[src/include/fixdiv_consts.svh]
`ifndef FIXDIV_CONSTS_SVH
`define FIXDIV_CONSTS_SVH

// operand and quotient width
`define FIXDIV_D_WIDTH 32

// fraction bits in the quotient
`define FIXDIV_Q_BITS 10

// working width, also the number of division steps
`define FIXDIV_ED_WIDTH (2 * `FIXDIV_D_WIDTH)

// entries per fifo
`define FIXDIV_FIFO_DEPTH 8

`endif

[src/logic/fixdiv_pkg.sv]
`default_nettype none

`include "fixdiv_consts.svh"

package fixdiv_pkg;

    typedef struct packed {
        logic signed [`FIXDIV_D_WIDTH-1:0] dividend;
        logic signed [`FIXDIV_D_WIDTH-1:0] divisor;
    } operand_pair_t;

    // Q_BITS of the width sit below the binary point
    typedef logic signed [`FIXDIV_D_WIDTH-1:0] quotient_t;

endpackage

`default_nettype wire

[src/logic/fifo_if.sv]
`timescale 1ns/1ns
`default_nettype none

interface fifo_if import fixdiv_pkg::*; #(
    parameter type payload_t = operand_pair_t
);

    logic     wr_en;
    payload_t din;
    logic     full;
    logic     rd_en;
    payload_t dout; // head entry, valid while empty is low
    logic     empty;

    modport producer (
        output wr_en,
        output din,
        input  full
    );

    modport consumer (
        output rd_en,
        input  dout,
        input  empty
    );

    modport fifo (
        input  wr_en,
        input  din,
        output full,
        input  rd_en,
        output dout,
        output empty
    );

endinterface

`default_nettype wire

[src/logic/sync_fifo.sv]
`timescale 1ns/1ns
`default_nettype none

`include "fixdiv_consts.svh"

module sync_fifo import fixdiv_pkg::*; #(
    parameter type payload_t = operand_pair_t,
    parameter int  depth     = `FIXDIV_FIFO_DEPTH
) (
    input logic  clock,
    input logic  reset,
    fifo_if.fifo fifo
);

    localparam int ptr_w = (depth > 1) ? $clog2(depth) : 1;
    localparam int cnt_w = $clog2(depth + 1);

    payload_t mem [depth];

    logic [ptr_w-1:0] wr_ptr;
    logic [ptr_w-1:0] rd_ptr;
    logic [cnt_w-1:0] count;
    logic             do_write;
    logic             do_read;

    function automatic logic [ptr_w-1:0] ptr_inc(input logic [ptr_w-1:0] ptr);
        if (ptr == ptr_w'(depth - 1)) begin
            return '0;
        end
        return ptr + 1'b1;
    endfunction

    assign do_write = fifo.wr_en && !fifo.full;
    assign do_read  = fifo.rd_en && !fifo.empty;

    assign fifo.empty = (count == '0);
    assign fifo.full  = (count == cnt_w'(depth));
    assign fifo.dout  = mem[rd_ptr]; // fall-through head

    always_ff @(posedge clock) begin
        if (do_write) begin
            mem[wr_ptr] <= fifo.din;
        end
    end

    always_ff @(posedge clock or posedge reset) begin
        if (reset) begin
            wr_ptr <= '0;
            rd_ptr <= '0;
            count  <= '0;
        end else begin
            if (do_write) begin
                wr_ptr <= ptr_inc(wr_ptr);
            end
            if (do_read) begin
                rd_ptr <= ptr_inc(rd_ptr);
            end
            case ({do_write, do_read})
                2'b10: count <= count + 1'b1;
                2'b01: count <= count - 1'b1;
                default: count <= count; // both or neither
            endcase
        end
    end

endmodule

`default_nettype wire

[src/logic/fixed_divider.sv]
`timescale 1ns/1ns
`default_nettype none

`include "fixdiv_consts.svh"

module fixed_divider import fixdiv_pkg::*; (
    input logic      clock,
    input logic      reset,
    fifo_if.consumer operands,
    fifo_if.producer result
);

    localparam int dw     = `FIXDIV_D_WIDTH;
    localparam int qb     = `FIXDIV_Q_BITS;
    localparam int ew     = `FIXDIV_ED_WIDTH;
    localparam int step_w = $clog2(ew);

    typedef enum logic [1:0] {
        st_idle,
        st_compute,
        st_write
    } state_t;

    state_t state;

    logic [step_w-1:0] step;

    operand_pair_t pair;
    logic [dw-1:0] dividend_mag;
    logic [dw-1:0] divisor_in_mag;
    logic [ew-1:0] load_value;
    logic          load;

    logic [ew:0]   rem_reg; // partial remainder, msb is its sign
    logic [ew-1:0] quo_reg; // dividend in, quotient out
    logic [dw-1:0] divisor_mag;
    logic          neg_dividend;
    logic          neg_divisor;

    logic [ew:0]   divisor_ext;
    logic [ew:0]   rem_shift;
    logic [ew:0]   rem_next;
    logic [ew-1:0] quo_next;

    quotient_t quo_low;

    assign pair = operands.dout;

    assign dividend_mag   = pair.dividend[dw-1] ? -pair.dividend : pair.dividend;
    assign divisor_in_mag = pair.divisor[dw-1] ? -pair.divisor : pair.divisor;

    // scale by 2^qb and add half the divisor so the result rounds
    assign load_value = (ew'(dividend_mag) << qb) + ew'(divisor_in_mag >> 1);

    assign load           = (state == st_idle) && !operands.empty;
    assign operands.rd_en = load;

    assign divisor_ext = (ew + 1)'(divisor_mag);

    // one non-restoring step
    always_comb begin
        rem_shift = {rem_reg[ew-1:0], quo_reg[ew-1]};
        if (rem_reg[ew]) begin
            rem_next = rem_shift + divisor_ext;
        end else begin
            rem_next = rem_shift - divisor_ext;
        end
        quo_next = {quo_reg[ew-2:0], ~rem_next[ew]};
    end

    always_ff @(posedge clock or posedge reset) begin
        if (reset) begin
            state <= st_idle;
            step  <= '0;
        end else begin
            case (state)
                st_idle: begin
                    if (!operands.empty) begin
                        state <= st_compute;
                        step  <= '0;
                    end
                end
                st_compute: begin
                    step <= step + 1'b1;
                    if (step == step_w'(ew - 1)) begin
                        state <= st_write;
                    end
                end
                st_write: begin
                    if (!result.full) begin
                        state <= st_idle; // leaves on the write edge
                    end
                end
                default: state <= st_idle;
            endcase
        end
    end

    always_ff @(posedge clock) begin
        if (load) begin
            rem_reg      <= '0;
            quo_reg      <= load_value;
            divisor_mag  <= divisor_in_mag;
            neg_dividend <= pair.dividend[dw-1];
            neg_divisor  <= pair.divisor[dw-1];
        end else if (state == st_compute) begin
            rem_reg <= rem_next;
            quo_reg <= quo_next;
        end
    end

    // no overflow check, upper quotient bits are dropped
    assign quo_low = quo_reg[dw-1:0];

    assign result.din   = (neg_dividend ^ neg_divisor) ? -quo_low : quo_low;
    assign result.wr_en = (state == st_write) && !result.full;

endmodule

`default_nettype wire

[src/logic/fixdiv_top.sv]
`timescale 1ns/1ns
`default_nettype none

`include "fixdiv_consts.svh"

module fixdiv_top import fixdiv_pkg::*; (
    input  logic                              clock,
    input  logic                              reset,

    input  logic                              in_wr_en,
    input  logic signed [`FIXDIV_D_WIDTH-1:0] in_dividend,
    input  logic signed [`FIXDIV_D_WIDTH-1:0] in_divisor,
    output logic                              in_full,

    input  logic                              out_rd_en,
    output quotient_t                         out_quotient,
    output logic                              out_empty
);

    fifo_if #(.payload_t(operand_pair_t)) in_fifo ();
    fifo_if #(.payload_t(quotient_t))     out_fifo ();

    // producer side of the operand fifo
    assign in_fifo.wr_en        = in_wr_en;
    assign in_fifo.din.dividend = in_dividend;
    assign in_fifo.din.divisor  = in_divisor;
    assign in_full              = in_fifo.full;

    // consumer side of the result fifo
    assign out_fifo.rd_en = out_rd_en;
    assign out_quotient   = out_fifo.dout;
    assign out_empty      = out_fifo.empty;

    sync_fifo #(
        .payload_t (operand_pair_t),
        .depth     (`FIXDIV_FIFO_DEPTH)
    ) u_in_fifo (
        .clock (clock),
        .reset (reset),
        .fifo  (in_fifo.fifo)
    );

    fixed_divider u_divider (
        .clock    (clock),
        .reset    (reset),
        .operands (in_fifo.consumer),
        .result   (out_fifo.producer)
    );

    sync_fifo #(
        .payload_t (quotient_t),
        .depth     (`FIXDIV_FIFO_DEPTH)
    ) u_out_fifo (
        .clock (clock),
        .reset (reset),
        .fifo  (out_fifo.fifo)
    );

endmodule

`default_nettype wire

[config.mk]
export PLATFORM = sky130hd
export DESIGN_NAME = fixdiv_top
export DESIGN_NICKNAME = d
export VERILOG_FILES = /design/src/logic/fixdiv_pkg.sv /design/src/logic/fifo_if.sv /design/src/logic/sync_fifo.sv /design/src/logic/fixed_divider.sv /design/src/logic/fixdiv_top.sv
export VERILOG_INCLUDE_DIRS = /design/src /design/src/include
export SDC_FILE = /design/constraint.sdc
export NUM_CORES = 1
export LEC_CHECK = 0
export ABC_AREA = 1
export BUFFER_PORTS_ARGS = -buffer_cell sky130_fd_sc_hd__buf_2
export CORE_MARGIN = 1
export CORE_UTILIZATION = 46
export DETAILED_ROUTE_END_ITERATION = 7
export GPL_TIMING_DRIVEN = 0
export MAX_ROUTING_LAYER = met4
export PLACE_DENSITY_LB_ADDON = 0.25
export SYNTH_ARGS = -nofsm -noshare
export SYNTH_HDL_FRONTEND = slang
export SYNTH_SLANG_ARGS = --single-unit
[constraint.sdc]
create_clock -name clock -period 8.43 [get_ports clock]
set_input_delay 2.529 -clock clock [delete_from_list [all_inputs] [get_ports clock]]
set_output_delay 2.529 -clock clock [all_outputs]
set_load 0.1 [all_outputs]
* Word level (Yosys, flattened, before mapping)
Memory sizes are Yosys's and may differ from the RTL's.
Cells that the tools add are included.
** Operators by class
- Bitwise gates (word level) :: 2
- Add/subtract/negate cells :: 15
- Muxes and demuxes :: 34
- Equality and inequality tests :: 16
- Reductions and logical operators :: 19
** Operators with widths (count)
- $mux W64 :: 2
- $mux W32 :: 3
- $neg A32 Y32 :: 3
- $add A65 B32 Y65 :: 1
- $mux W65 :: 1
- $sub A65 B32 Y65 :: 1
- $add A42 B31 Y43 :: 1
- $mux W3 :: 8
- $pmux W4 S2 :: 2
- $add A3 B1 Y3 const B :: 4
- $eq A3 B3 Y1 const B :: 4
- $mux W1 :: 12
- $pmux W6 S2 :: 1
- $add A4 B1 Y4 const B :: 2
- $eq A4 B4 Y1 const B :: 2
- $logic_not A4 Y1 :: 2
- $reduce_bool A2 Y1 :: 4
- $sub A4 B1 Y4 const B :: 2
- $add A6 B1 Y6 const B :: 1
- $eq A2 B1 Y1 const B :: 3
- $eq A2 B2 Y1 const B :: 3
- $eq A6 B6 Y1 const B :: 1
- $logic_and A1 B1 Y1 :: 6
- $mux W2 :: 3
- other kinds (10) :: 14
** Storage, ports and cells
- Bits in writable memories :: 768
- Logic and storage cells :: 101
- Output and inout port bits :: 34
- Memories kept :: 2
- Bits in registers :: 191
- Input port bits :: 68
** Memory list
- u_in_fifo.mem :: words 8, width 64, rd ports 1, clocked after memory_dff 0, write ports 1, RTL line sync_fifo.sv:18 : payload_t mem [depth];
- u_out_fifo.mem :: words 8, width 32, rd ports 1, clocked after memory_dff 0, write ports 1, RTL line sync_fifo.sv:18

* Depth between registers and ports, before layout
Gate-level depths: netlist of run 1.
- Depth in word-level cells :: 6
- Mapped depth :: 34
- Gate-level depth less buffers :: 33

* Hierarchy
A second synthesis of run 1 with hierarchy kept.
** Second synthesis, totals
- Cell total of the unflattened synthesis :: 6007
- Area total of the unflattened synthesis :: 50457.1 um^2
** By module, submodules not included
- sync_fifo (u_in_fifo) :: instances 1, sequential area each 15625.0 um^2, cells an instance 2301, area an instance 22664.2 um^2
- fixed_divider :: instances 1, sequential area each 4444.3 um^2, cells an instance 2510, area an instance 16120.5 um^2
- sync_fifo (u_out_fifo) :: instances 1, sequential area each 7937.6 um^2, cells an instance 1196, area an instance 11672.4 um^2

* Worst setup path after synthesis of run 1
Ideal clock, no wire load.
- Path type :: input -> register
- Start :: in in_wr_en
- End :: mem u_in_fifo.mem[0][0] in the netlist's numbering (enable)
- Library setup time :: 0.486 ns
- Path buffers :: 0
- Data required time :: 7.944 ns
- Stages on the path :: 3
- Path slack :: 2.341 ns
- Arrival :: 5.603 ns
- Cells stage by stage :: nand2_1 -> or2_2 -> nor2_1
** Between the ends
- Cells in the longest elaborated chain, start to end :: 3
** RTL lines
- from (decl) :: RTL line fixdiv_top.sv:10 : input logic in_wr_en,
- $logic_and A1 B1 Y1 :: RTL line sync_fifo.sv:33 : assign do_write = fifo.wr_en && !fifo.full;
- $mux W1 :: RTL line sync_fifo.sv:41 : if (do_write) begin
- $mux W1 (implied by the code) :: RTL line sync_fifo.sv:42 : mem[wr_ptr] <= fifo.din;
- to (decl) :: RTL line sync_fifo.sv:18
No other way between the ends.

* Final worst setup path of run 1
- Start :: reg u_in_fifo.rd_ptr[2]
- End :: reg u_divider.quo_reg[31] (data pin)
** Between the ends
- Cells in the longest elaborated chain, start to end :: 5
- Elaborated cells on any way between the ends :: 7
- Those cells by class :: add/sub (3); mux (3); memory (1)
** RTL lines
- from (decl) :: RTL line sync_fifo.sv:21 : logic [ptr_w-1:0] rd_ptr;
- from (signal assigned) :: RTL line sync_fifo.sv:56 : rd_ptr <= ptr_inc(rd_ptr);
- $mem_v2 Z8 W64 *
- $neg A32 Y32 :: RTL line fixed_divider.sv:50 : assign divisor_in_mag = pair.divisor[dw-1] ? -pair.divisor : pair.divisor;
- $mux W32 * :: RTL line fixed_divider.sv:50
- net u_divider.divisor_in_mag[12] :: RTL line fixed_divider.sv:30 : logic [dw-1:0] divisor_in_mag;
- $add A42 B31 Y43 * :: RTL line fixed_divider.sv:53 : assign load_value = (ew'(dividend_mag) << qb) + ew'(divisor_in_mag >> 1);
- $mux W64 * :: RTL line fixed_divider.sv:100 : if (load) begin
- to (signal assigned) :: RTL line fixed_divider.sv:102 : quo_reg <= load_value;
- to (signal assigned) :: RTL line fixed_divider.sv:108 : quo_reg <= quo_next;
- to (decl) :: RTL line fixed_divider.sv:35 : logic [ew-1:0] quo_reg;
The timed path passes the listed nets; every way through them passes the cells marked *.
A chain may end at the register's enable or synchronous reset.

==> out/results.txt, run 1 <==
The floorplan step defined a die boundary enclosing 0.1055 mm2. Once the floorplan was initialized, standard cells occupied 46.38% of the core. Relative to the synthesized area, the layout overhead comes to 13.25%. The synthesized area divided by synthesized cell count came out at 9.264 um2.

The die is 324.8 um tall. 102 I/O pins were placed. In this run the deepest clock path goes through 3 buffers.

Counting the buffers created by CTS gives 100. The share of synthesized flip-flops with an asynchronous set or reset is 2.920%, and the slew at the pin closest to its max-slew limit is 1.243 ns. The first TritonRoute pass finished after 8 iterations. Non-filler instance count after layout: 6,883. The detailed-route via count is 36,750.

TritonCTS built the clock tree. The core utilization of the finished layout was 52.52%; the global-route wire length before repair was 209,000 um. The logs give 138,800 um for the routed wire length and 6,684 for the post-placement cell count. The remaining number of nets flagged by the antenna check after routing is 0.

Measured in cells, the most critical reg-to-reg path has a length of 32. The tools report the number of gates resized after cts as 0. The critical path endpoint category was a flop. Port buffering added 101 buffers.

In the synthesized netlist, the number of instances is 5,174. Worst setup path category: reg -> reg. For this block, the initial DRC count from the detailed router was 3,652. In this run the clock root is driven by a sky130_fd_sc_hd__clkbuf_16.

The number of global-route vias before repair was 34,790; the total power was 13.92 mW. The checks that failed: design-rule violations. Average wire per standard cell: 20.16 um.

The number of nets in the synthesized netlist is 5,350. Number of storage elements in the synthesis netlist: 959. On the worst path, the slowest cell contributes a delay of 0.60 ns. The flip-flop count of the largest register, all copies and words added was 512. Worst supply voltage drop on vdd: 0.0004689 V. On the critical path the largest part of the delay comes from buffers and inverters.

The run gives 47 as the largest net degree at the start of global routing. Among the stages of the critical path, the cell type that occurs most often is sky130_fd_sc_hd__nand2_1. H-tree depth: 3. Summing the sequential cell areas from Yosys gives 58.43% of the chip area.

Fill cells in the final layout number 9,397. The flow ran to the end, but the final reports show violations. After clock tree synthesis, the clock-pin slew on the worst setup and hold paths is 0.06 ns. Measured against its own limit, the worst slew margin works out to 16.34%. The aggregate global routing overflow came out at 0. On the critical path, the stage with the largest delay is an instance of sky130_fd_sc_hd__clkbuf_1. In the synthesized netlist the dominant register cell turns out to be sky130_fd_sc_hd__edfxtp_1. The reported max-cap violation count was 0. The element type at the critical path start is a flop.

The largest area contributor in the netlist was sky130_fd_sc_hd__edfxtp_1. The shortest clock period the worst path allows after layout works out to 6.853 ns. Setup repair after global routing left no endpoint under its margin.

Summed over its instances, the top area cell type makes up 54.26% of the synthesized netlist area. The number of antenna violations at the first check in global routing is 16, and the clock latency on the worst-skew pair is 0.72 ns. The post-detailed-route via-to-cell ratio was 5.340; the final weighted congestion of routability-driven global placement was 0.9722.

The run gives 0 as the post-CTS setup repair buffer count. Counting buffers and inverters, the worst setup path is 32 cells deep. Global routing used 4.043% of the available met3 tracks. In this run the standard cell core region covers 0.1033 mm2.

The number of different library cells used by synthesis comes to 60. The final worst clock skew was 0.02672 ns; the share of final-layout standard cells stronger than drive strength 1 was 7.887%. Hold violation count in the final report: 0. From left edge to right edge, the die measures 324.8 um. The number of flops mapped to enable cells by yosys works out to 866. At the end of the flow, the number of nets in the layout was 5,582. During synthesis, Yosys emitted a total of 0 warnings. In this run the power density over the cells is 256.5 mW/mm2.

The run gives 7.29 ns as the critical path data arrival time. Global routing consumed, on the met1 layer, 33.60% of the routing resources. In this run the worst path has a maximum fanout of 10.

The logs give 0 for the number of pins exceeding their max-slew limit in the final report and 0.1459 GHz for the maximum clock frequency. The number of sinks handled by clock tree synthesis was 959; the met2 usage was 44.64%. After legalization and detailed placement, the total HPWL measured 99,130 um. met2 is the most crowded layer. The number of hold buffers added after CTS was 0. The worst hold path passes through 2 cells. In this run the worst hold path is classified as reg -> reg. The number of buffer and inverter instances along the worst setup path was 7. Ranked by total cell area, the synthesized netlist is headed by sky130_fd_sc_hd__edfxtp_1, sky130_fd_sc_hd__nand2_1, sky130_fd_sc_hd__nor2_1. Total routing resource utilization after global routing: 26.69%.

The number of remaining DRC errors is 10, and the required time reported for the critical path endpoint is 8.87 ns. The mapped netlist covers 0.04793 mm2. Setup violations remaining at the end of the flow were counted as 0. In this run the static leakage power is 22.02 nW.

For the aggregate negative setup slack, the log shows 0 ns. Placement row count: 118. Final period utilization: 81.29%.
-- per-stage QoR --
stage	setup WS, ns	hold WS (ns)	area, um2
floorplan	2.341	0.4253	47930
global placement	-0.8870	0.4403	50160
detailed placement	1.750	0.4468	50950
CTS	1.696	0.4581	54250
global route	1.089	0.4988	54280
finish	1.577	0.4549	54280
-- cell type report --
| cell class | instances | area [um2] | area share (%) |
|---|---|---|---|
| clock buffer | 130 | 2678 | 4.933 |
| tap | 1380 | 1727 | 3.181 |
| inverter | 651 | 2444 | 4.502 |
| antenna | 13 | 32.53 | 0.05993 |
| multi-input combinational | 3362 | 16650 | 30.68 |
| sequential | 959 | 28010 | 51.60 |
| timing repair buffer | 130 | 1169 | 2.153 |
| clock inverter | 56 | 624.3 | 1.150 |
| buffer | 202 | 948.4 | 1.747 |
-- synth_stat cells, types with 4 or more instances --
cell / instances
sky130_fd_sc_hd__nand3b_1: 5
sky130_fd_sc_hd__inv_2: 20
sky130_fd_sc_hd__buf_2: 55
sky130_fd_sc_hd__dfrtp_1: 28
sky130_fd_sc_hd__ha_1: 104
sky130_fd_sc_hd__nand4_1: 30
sky130_fd_sc_hd__and2_1: 6
sky130_fd_sc_hd__nor2_2: 8
sky130_fd_sc_hd__nand3_1: 315
sky130_fd_sc_hd__o221ai_1: 8
sky130_fd_sc_hd__fa_1: 4
sky130_fd_sc_hd__or2_2: 8
sky130_fd_sc_hd__o21a_1: 5
sky130_fd_sc_hd__a21boi_0: 6
sky130_fd_sc_hd__buf_4: 14
sky130_fd_sc_hd__nand2_1: 1067
sky130_fd_sc_hd__a21oi_1: 163
sky130_fd_sc_hd__o31ai_1: 6
sky130_fd_sc_hd__a41oi_1: 17
sky130_fd_sc_hd__a21o_1: 5
sky130_fd_sc_hd__xnor2_1: 52
sky130_fd_sc_hd__o22ai_1: 49
sky130_fd_sc_hd__o21ai_1: 42
sky130_fd_sc_hd__nor4_1: 7
sky130_fd_sc_hd__a31oi_1: 71
sky130_fd_sc_hd__o211ai_1: 7
sky130_fd_sc_hd__clkbuf_1: 111
sky130_fd_sc_hd__inv_1: 627
sky130_fd_sc_hd__o21ai_0: 364
sky130_fd_sc_hd__clkinv_1: 4
sky130_fd_sc_hd__dfxtp_1: 65
sky130_fd_sc_hd__a211oi_1: 5
sky130_fd_sc_hd__buf_6: 9
sky130_fd_sc_hd__nor3_1: 32
sky130_fd_sc_hd__nand2_2: 12
sky130_fd_sc_hd__xor2_1: 114
sky130_fd_sc_hd__edfxtp_1: 866
sky130_fd_sc_hd__buf_1: 13
sky130_fd_sc_hd__nor2_1: 812
-- cell usage in the layout, fill, tap and decap left out, drive strengths merged, types with 34 or more instances in the layout --
cell type and n:
a21oi 163, a31oi 71, buf 221, clkbuf 241, clkinv 41, dfxtp 65
edfxtp 866, ha 104, inv 651, nand2 1079, nand3 318, nor2 822
nor3 34, o21ai 408, o22ai 49, xnor2 52, xor2 114
-- worst min-delay path: stages, from the launching register on --
cell and delay [ns]:
sky130_fd_sc_hd__dfxtp_1 0.31, sky130_fd_sc_hd__nand2_1 0.06, sky130_fd_sc_hd__nand2_1 0.04
-- metal layers --
metal	wire length [um]	up-vias
li1	-	17790
met1	58370	17470
met2	67420	1239
met3	8950	251
met4	4011	0
met5	0	-
-- path summary, 6_finish.rpt --
kind / from / to / slack (ns)
setup / recovery: u_in_fifo.rd_ptr[2] / u_divider.quo_reg[31] / 1.58
hold / removal: u_divider.rem_reg[2] / u_divider.rem_reg[2] / 0.45
setup reg to reg: u_in_fifo.rd_ptr[2] / u_divider.quo_reg[31] / 1.58
hold reg to reg: u_divider.rem_reg[2] / u_divider.rem_reg[2] / 0.45
max in group asynchronous: reset / u_in_fifo.rd_ptr[0] / 5.85
min in group asynchronous: reset / u_out_fifo.count[0] / 2.00
-- logic make-up (layout without fill, tap and decap cells) --
logic type,Yosys count,in the layout,share of synthesized area [%]
AND/OR/NAND/NOR,2320,2320,19.72
flip-flops,959,959,58.43
buffers and inverters,853,1169,7.074
AO/OA/AOI/OAI,768,768,8.860
XOR/XNOR,166,166,3.033
adder cells (fa/ha/maj),108,108,2.882
other,0,13,0
-- power breakdown --
part           leakage (nW)  switching, mW  internal [mW]  total (mW)
registers              8.81         0.0930           5.57        5.66
logic                  11.6           2.92          0.871        3.79
clock network          1.60           1.88           2.59        4.47
Power figures use the tool's default switching activity.
==> run 2: changes to the inputs <==
- clock period: 8.43 -> 6.5 ns (I/O delays scaled with it)
==> run 2 against run 1 <==
  * The run now ends clean
  * Sequential power up 30%
  * Fmax up 12%
  * Core utilization about the same
  * Worst hold slack worse by 0.00057 ns
  * Final cell count unchanged
  * Largest cell class unchanged
==> out/results.txt, run 2 (same netlist as run 1, synthesis figures left out) <==
Setup repair after global routing left no endpoint under its margin. The average wire per standard cell works out to 20.15 um (about the same). The reported max-cap violation count is 0 (unchanged), and the internal portion of total power is 11.70 mW (+30%). The tools report the largest buffer count on any clock path as 3 (unchanged). Total routing resource utilization after global routing: 26.68% (about the same).

The finished layout cell area was 0.05432 mm2 (about the same). The number of remaining DRC errors came out at 0 (-10). The power share of the combinational group came out at 27.2% (about the same). By startpoint and endpoint, the worst setup path is classified as reg -> reg.

The number of sinks handled by clock tree synthesis is 959 (unchanged), and the number of nets in the layout is 5,582 (unchanged). The area of the core region is 0.1033 mm2 (unchanged), and the maximum cell stage delay along the critical path is 0.45 ns (-0.15 ns). The clock latency on the worst-skew pair was 0.72 ns (about the same).

The slew at the pin closest to its max-slew limit is 1.244 ns (+0.0006868 ns). The detailed router used layers up to and including met4. Post-placement cell count: 6,684 (unchanged). The number of pins exceeding their max-slew limit in the final report is 0 (unchanged), and the clock power share is 32.1% (about the same). The final worst clock skew came out at 0.02794 ns (+0.001220 ns).

The H-tree depth was 3 (unchanged); the global-route wire length before repair was 208,800 um (about the same). The hold violation count in the final report was 0 (unchanged). The area added between synthesis and finish is 13.32% (about the same), and the width of the chip is 324.8 um (unchanged).

The die boundary height was 324.8 um (unchanged). The worst supply voltage drop on vdd was 0.0006082 V (+30%); the detailed-routing wirelength on met1 was 58,030 um (-0.59%). For the count of endpoints failing setup in the final report, the log shows 0 (unchanged).

The worst-path cell with the longest stage delay was sky130_fd_sc_hd__edfxtp_1. The final weighted congestion of routability-driven global placement is 0.9722 (unchanged). The run gives 34,780 (-0.0057%) as the number of global-route vias before repair. The total power is 18.05 mW (+30%), and the switching portion of total power is 35.17% (about the same).

The aggregate global routing overflow was 0 (unchanged); the largest fanout on the critical path was 10 (unchanged). The flip-flop count of the largest register, all copies and words added was 512 (unchanged); the routed wire length was 138,700 um (about the same). The area of the die is 0.1055 mm2 (unchanged).

The detailed-route via count is 36,840 (+0.23%). The run gives 46.38% (unchanged) as the initial cell density of the core. The number of buffer cells added on primary ports is 101 (unchanged). Critical path data arrival time: 6.50 ns (-0.79 ns).

Clock tree root driver cell: sky130_fd_sc_hd__clkbuf_16. TritonCTS built the clock tree. The remaining number of nets flagged by the antenna check after routing was 0 (unchanged). The worst setup path is captured at a flop. The tools report the number of CTS-inserted buffers as 100 (unchanged). The worst setup path is launched from a flop. The cell that appears most often on the critical path is sky130_fd_sc_hd__nand2_1. The tools report the number of antenna violations at the first check in global routing as 16 (unchanged).

Core utilization of the finished layout: 52.56% (about the same). Shortest clock period the worst path allows after layout: 6.115 ns (-0.7380 ns). The power density relative to cell area works out to 332.4 mW/mm2 (+30%).

Worst hold-check path type: reg -> reg. The DRC marker count from the first detailed-route iteration is 3,561 (-2.5%), and the placement row count is 118 (unchanged). The final period utilization was 94.07% (+13 points). For the largest net degree at the start of global routing, the log shows 47 (unchanged).

The leakage dissipation was 22.04 nW (about the same); the routed wire length on met3 was 9034 um (+0.94%). The switching power is 6.350 mW (+30%), and the maximum clock frequency is 0.1635 GHz (+12%). Clock-pin transition on the worst setup and hold timing paths: 0.06 ns (about the same). The setup slack on the worst flop-to-flop path was 0.39 ns (-1.19 ns); the hold buffer count at CTS was 0 (unchanged).

The share of final-layout standard cells stronger than drive strength 1 was 7.996% (+0.11 points). In the layout the commonest cells are sky130_fd_sc_hd__nand2_1, sky130_fd_sc_hd__edfxtp_1, sky130_fd_sc_hd__nor2_1, sky130_fd_sc_hd__inv_1, sky130_fd_sc_hd__o21ai_0. The post-detailed-route via-to-cell ratio was 5.352 (+0.23%); the sequential cell fraction of total power was 40.6% (about the same). The non-filler instance count after layout came out at 6,883 (unchanged). The HPWL after detailed placement came out at 99,130 um (unchanged). The run finished with clean final reports. The run gives 67,650 um (+0.33%) as the routed length on met2. The tools report the required time reported for the critical path endpoint as 6.88 ns (-1.99 ns).

The placement-stage cell area came out at 0.05095 mm2 (unchanged). Worst-case hold slack: 0.4544 ns (-0.0005750 ns). The run gives 16.30% (-0.046 points) as the headroom to the max-slew limit. The total I/O pin count was 102 (unchanged). The library cell used most frequently in the layout, excluding fill and tap cells, is sky130_fd_sc_hd__nand2_1. Number of iterations in the first detailed-routing pass: 6 (-2).
[run 2: cell type report]
type	instances	area, um2
repair buffers	132	1184
diodes	13	32.53
clock inverters	56	624.3
plain buffers	200	949.7
inverters	651	2444
multi-input cells	3362	16670
well taps	1380	1727
clock buffers	130	2678
fillers	9400	49030
flip-flops and latches	959	28010
[run 2: worst max-delay path: cells and delay by family (launching register included)]
family	cells	cell delay, ns
buffers and inverters	4	0.44
and+or+nand+nor	15	2.76
DFF	1	0.45
adders and majority gates	2	0.69
AOI/OAI and AO/OA	7	1.45
[run 2: power by group through the flow]
stage	clock network [mW]	logic, mW	registers, mW
final	5.80	4.92	7.34
after floorplan	0	3.50	7.48
after detailed placement	0	4.90	7.47
after global routing	6.09	5.30	7.37
after CTS	5.86	4.91	7.34
after global placement	0	4.69	7.56
[run 2: per-stage QoR]
stage,setup slack (ns),setup TNS [ns]
global route,0.03785,0
finish,0.3852,0
global placement,-2.238,-1050.17
floorplan,0.9901,0
CTS,0.08201,0
detailed placement,-0.1802,-0.6092
[run 2: per-layer routing]
| layer | GRT usage (%) | vias to the layer above |
|---|---|---|
| li1 | - | 17780 |
| met1 | 33.49 | 17520 |
| met2 | 44.60 | 1288 |
| met3 | 4.195 | 254 |
| met4 | 7.680 | 0 |
| met5 | - | - |
[run 2: final timing paths]
kind,start,endpoint,cells past startpoint
hold / removal,u_divider.rem_reg[2],u_divider.rem_reg[2],2
setup reg to reg,u_divider.divisor_mag[2],u_divider.quo_reg[0],28
setup / recovery,u_divider.divisor_mag[2],u_divider.quo_reg[0],28
max in group asynchronous,reset,u_in_fifo.rd_ptr[0],2
min in group asynchronous,reset,u_out_fifo.count[0],2
hold reg to reg,u_divider.rem_reg[2],u_divider.rem_reg[2],2
[run 2: what timing repair did]
action                                  in CTS  in global routing
endpoints found under the setup margin      10                 21
buffers inserted                             1                  1
gates resized for setup                      1                 10
pin swaps                                    1                  2
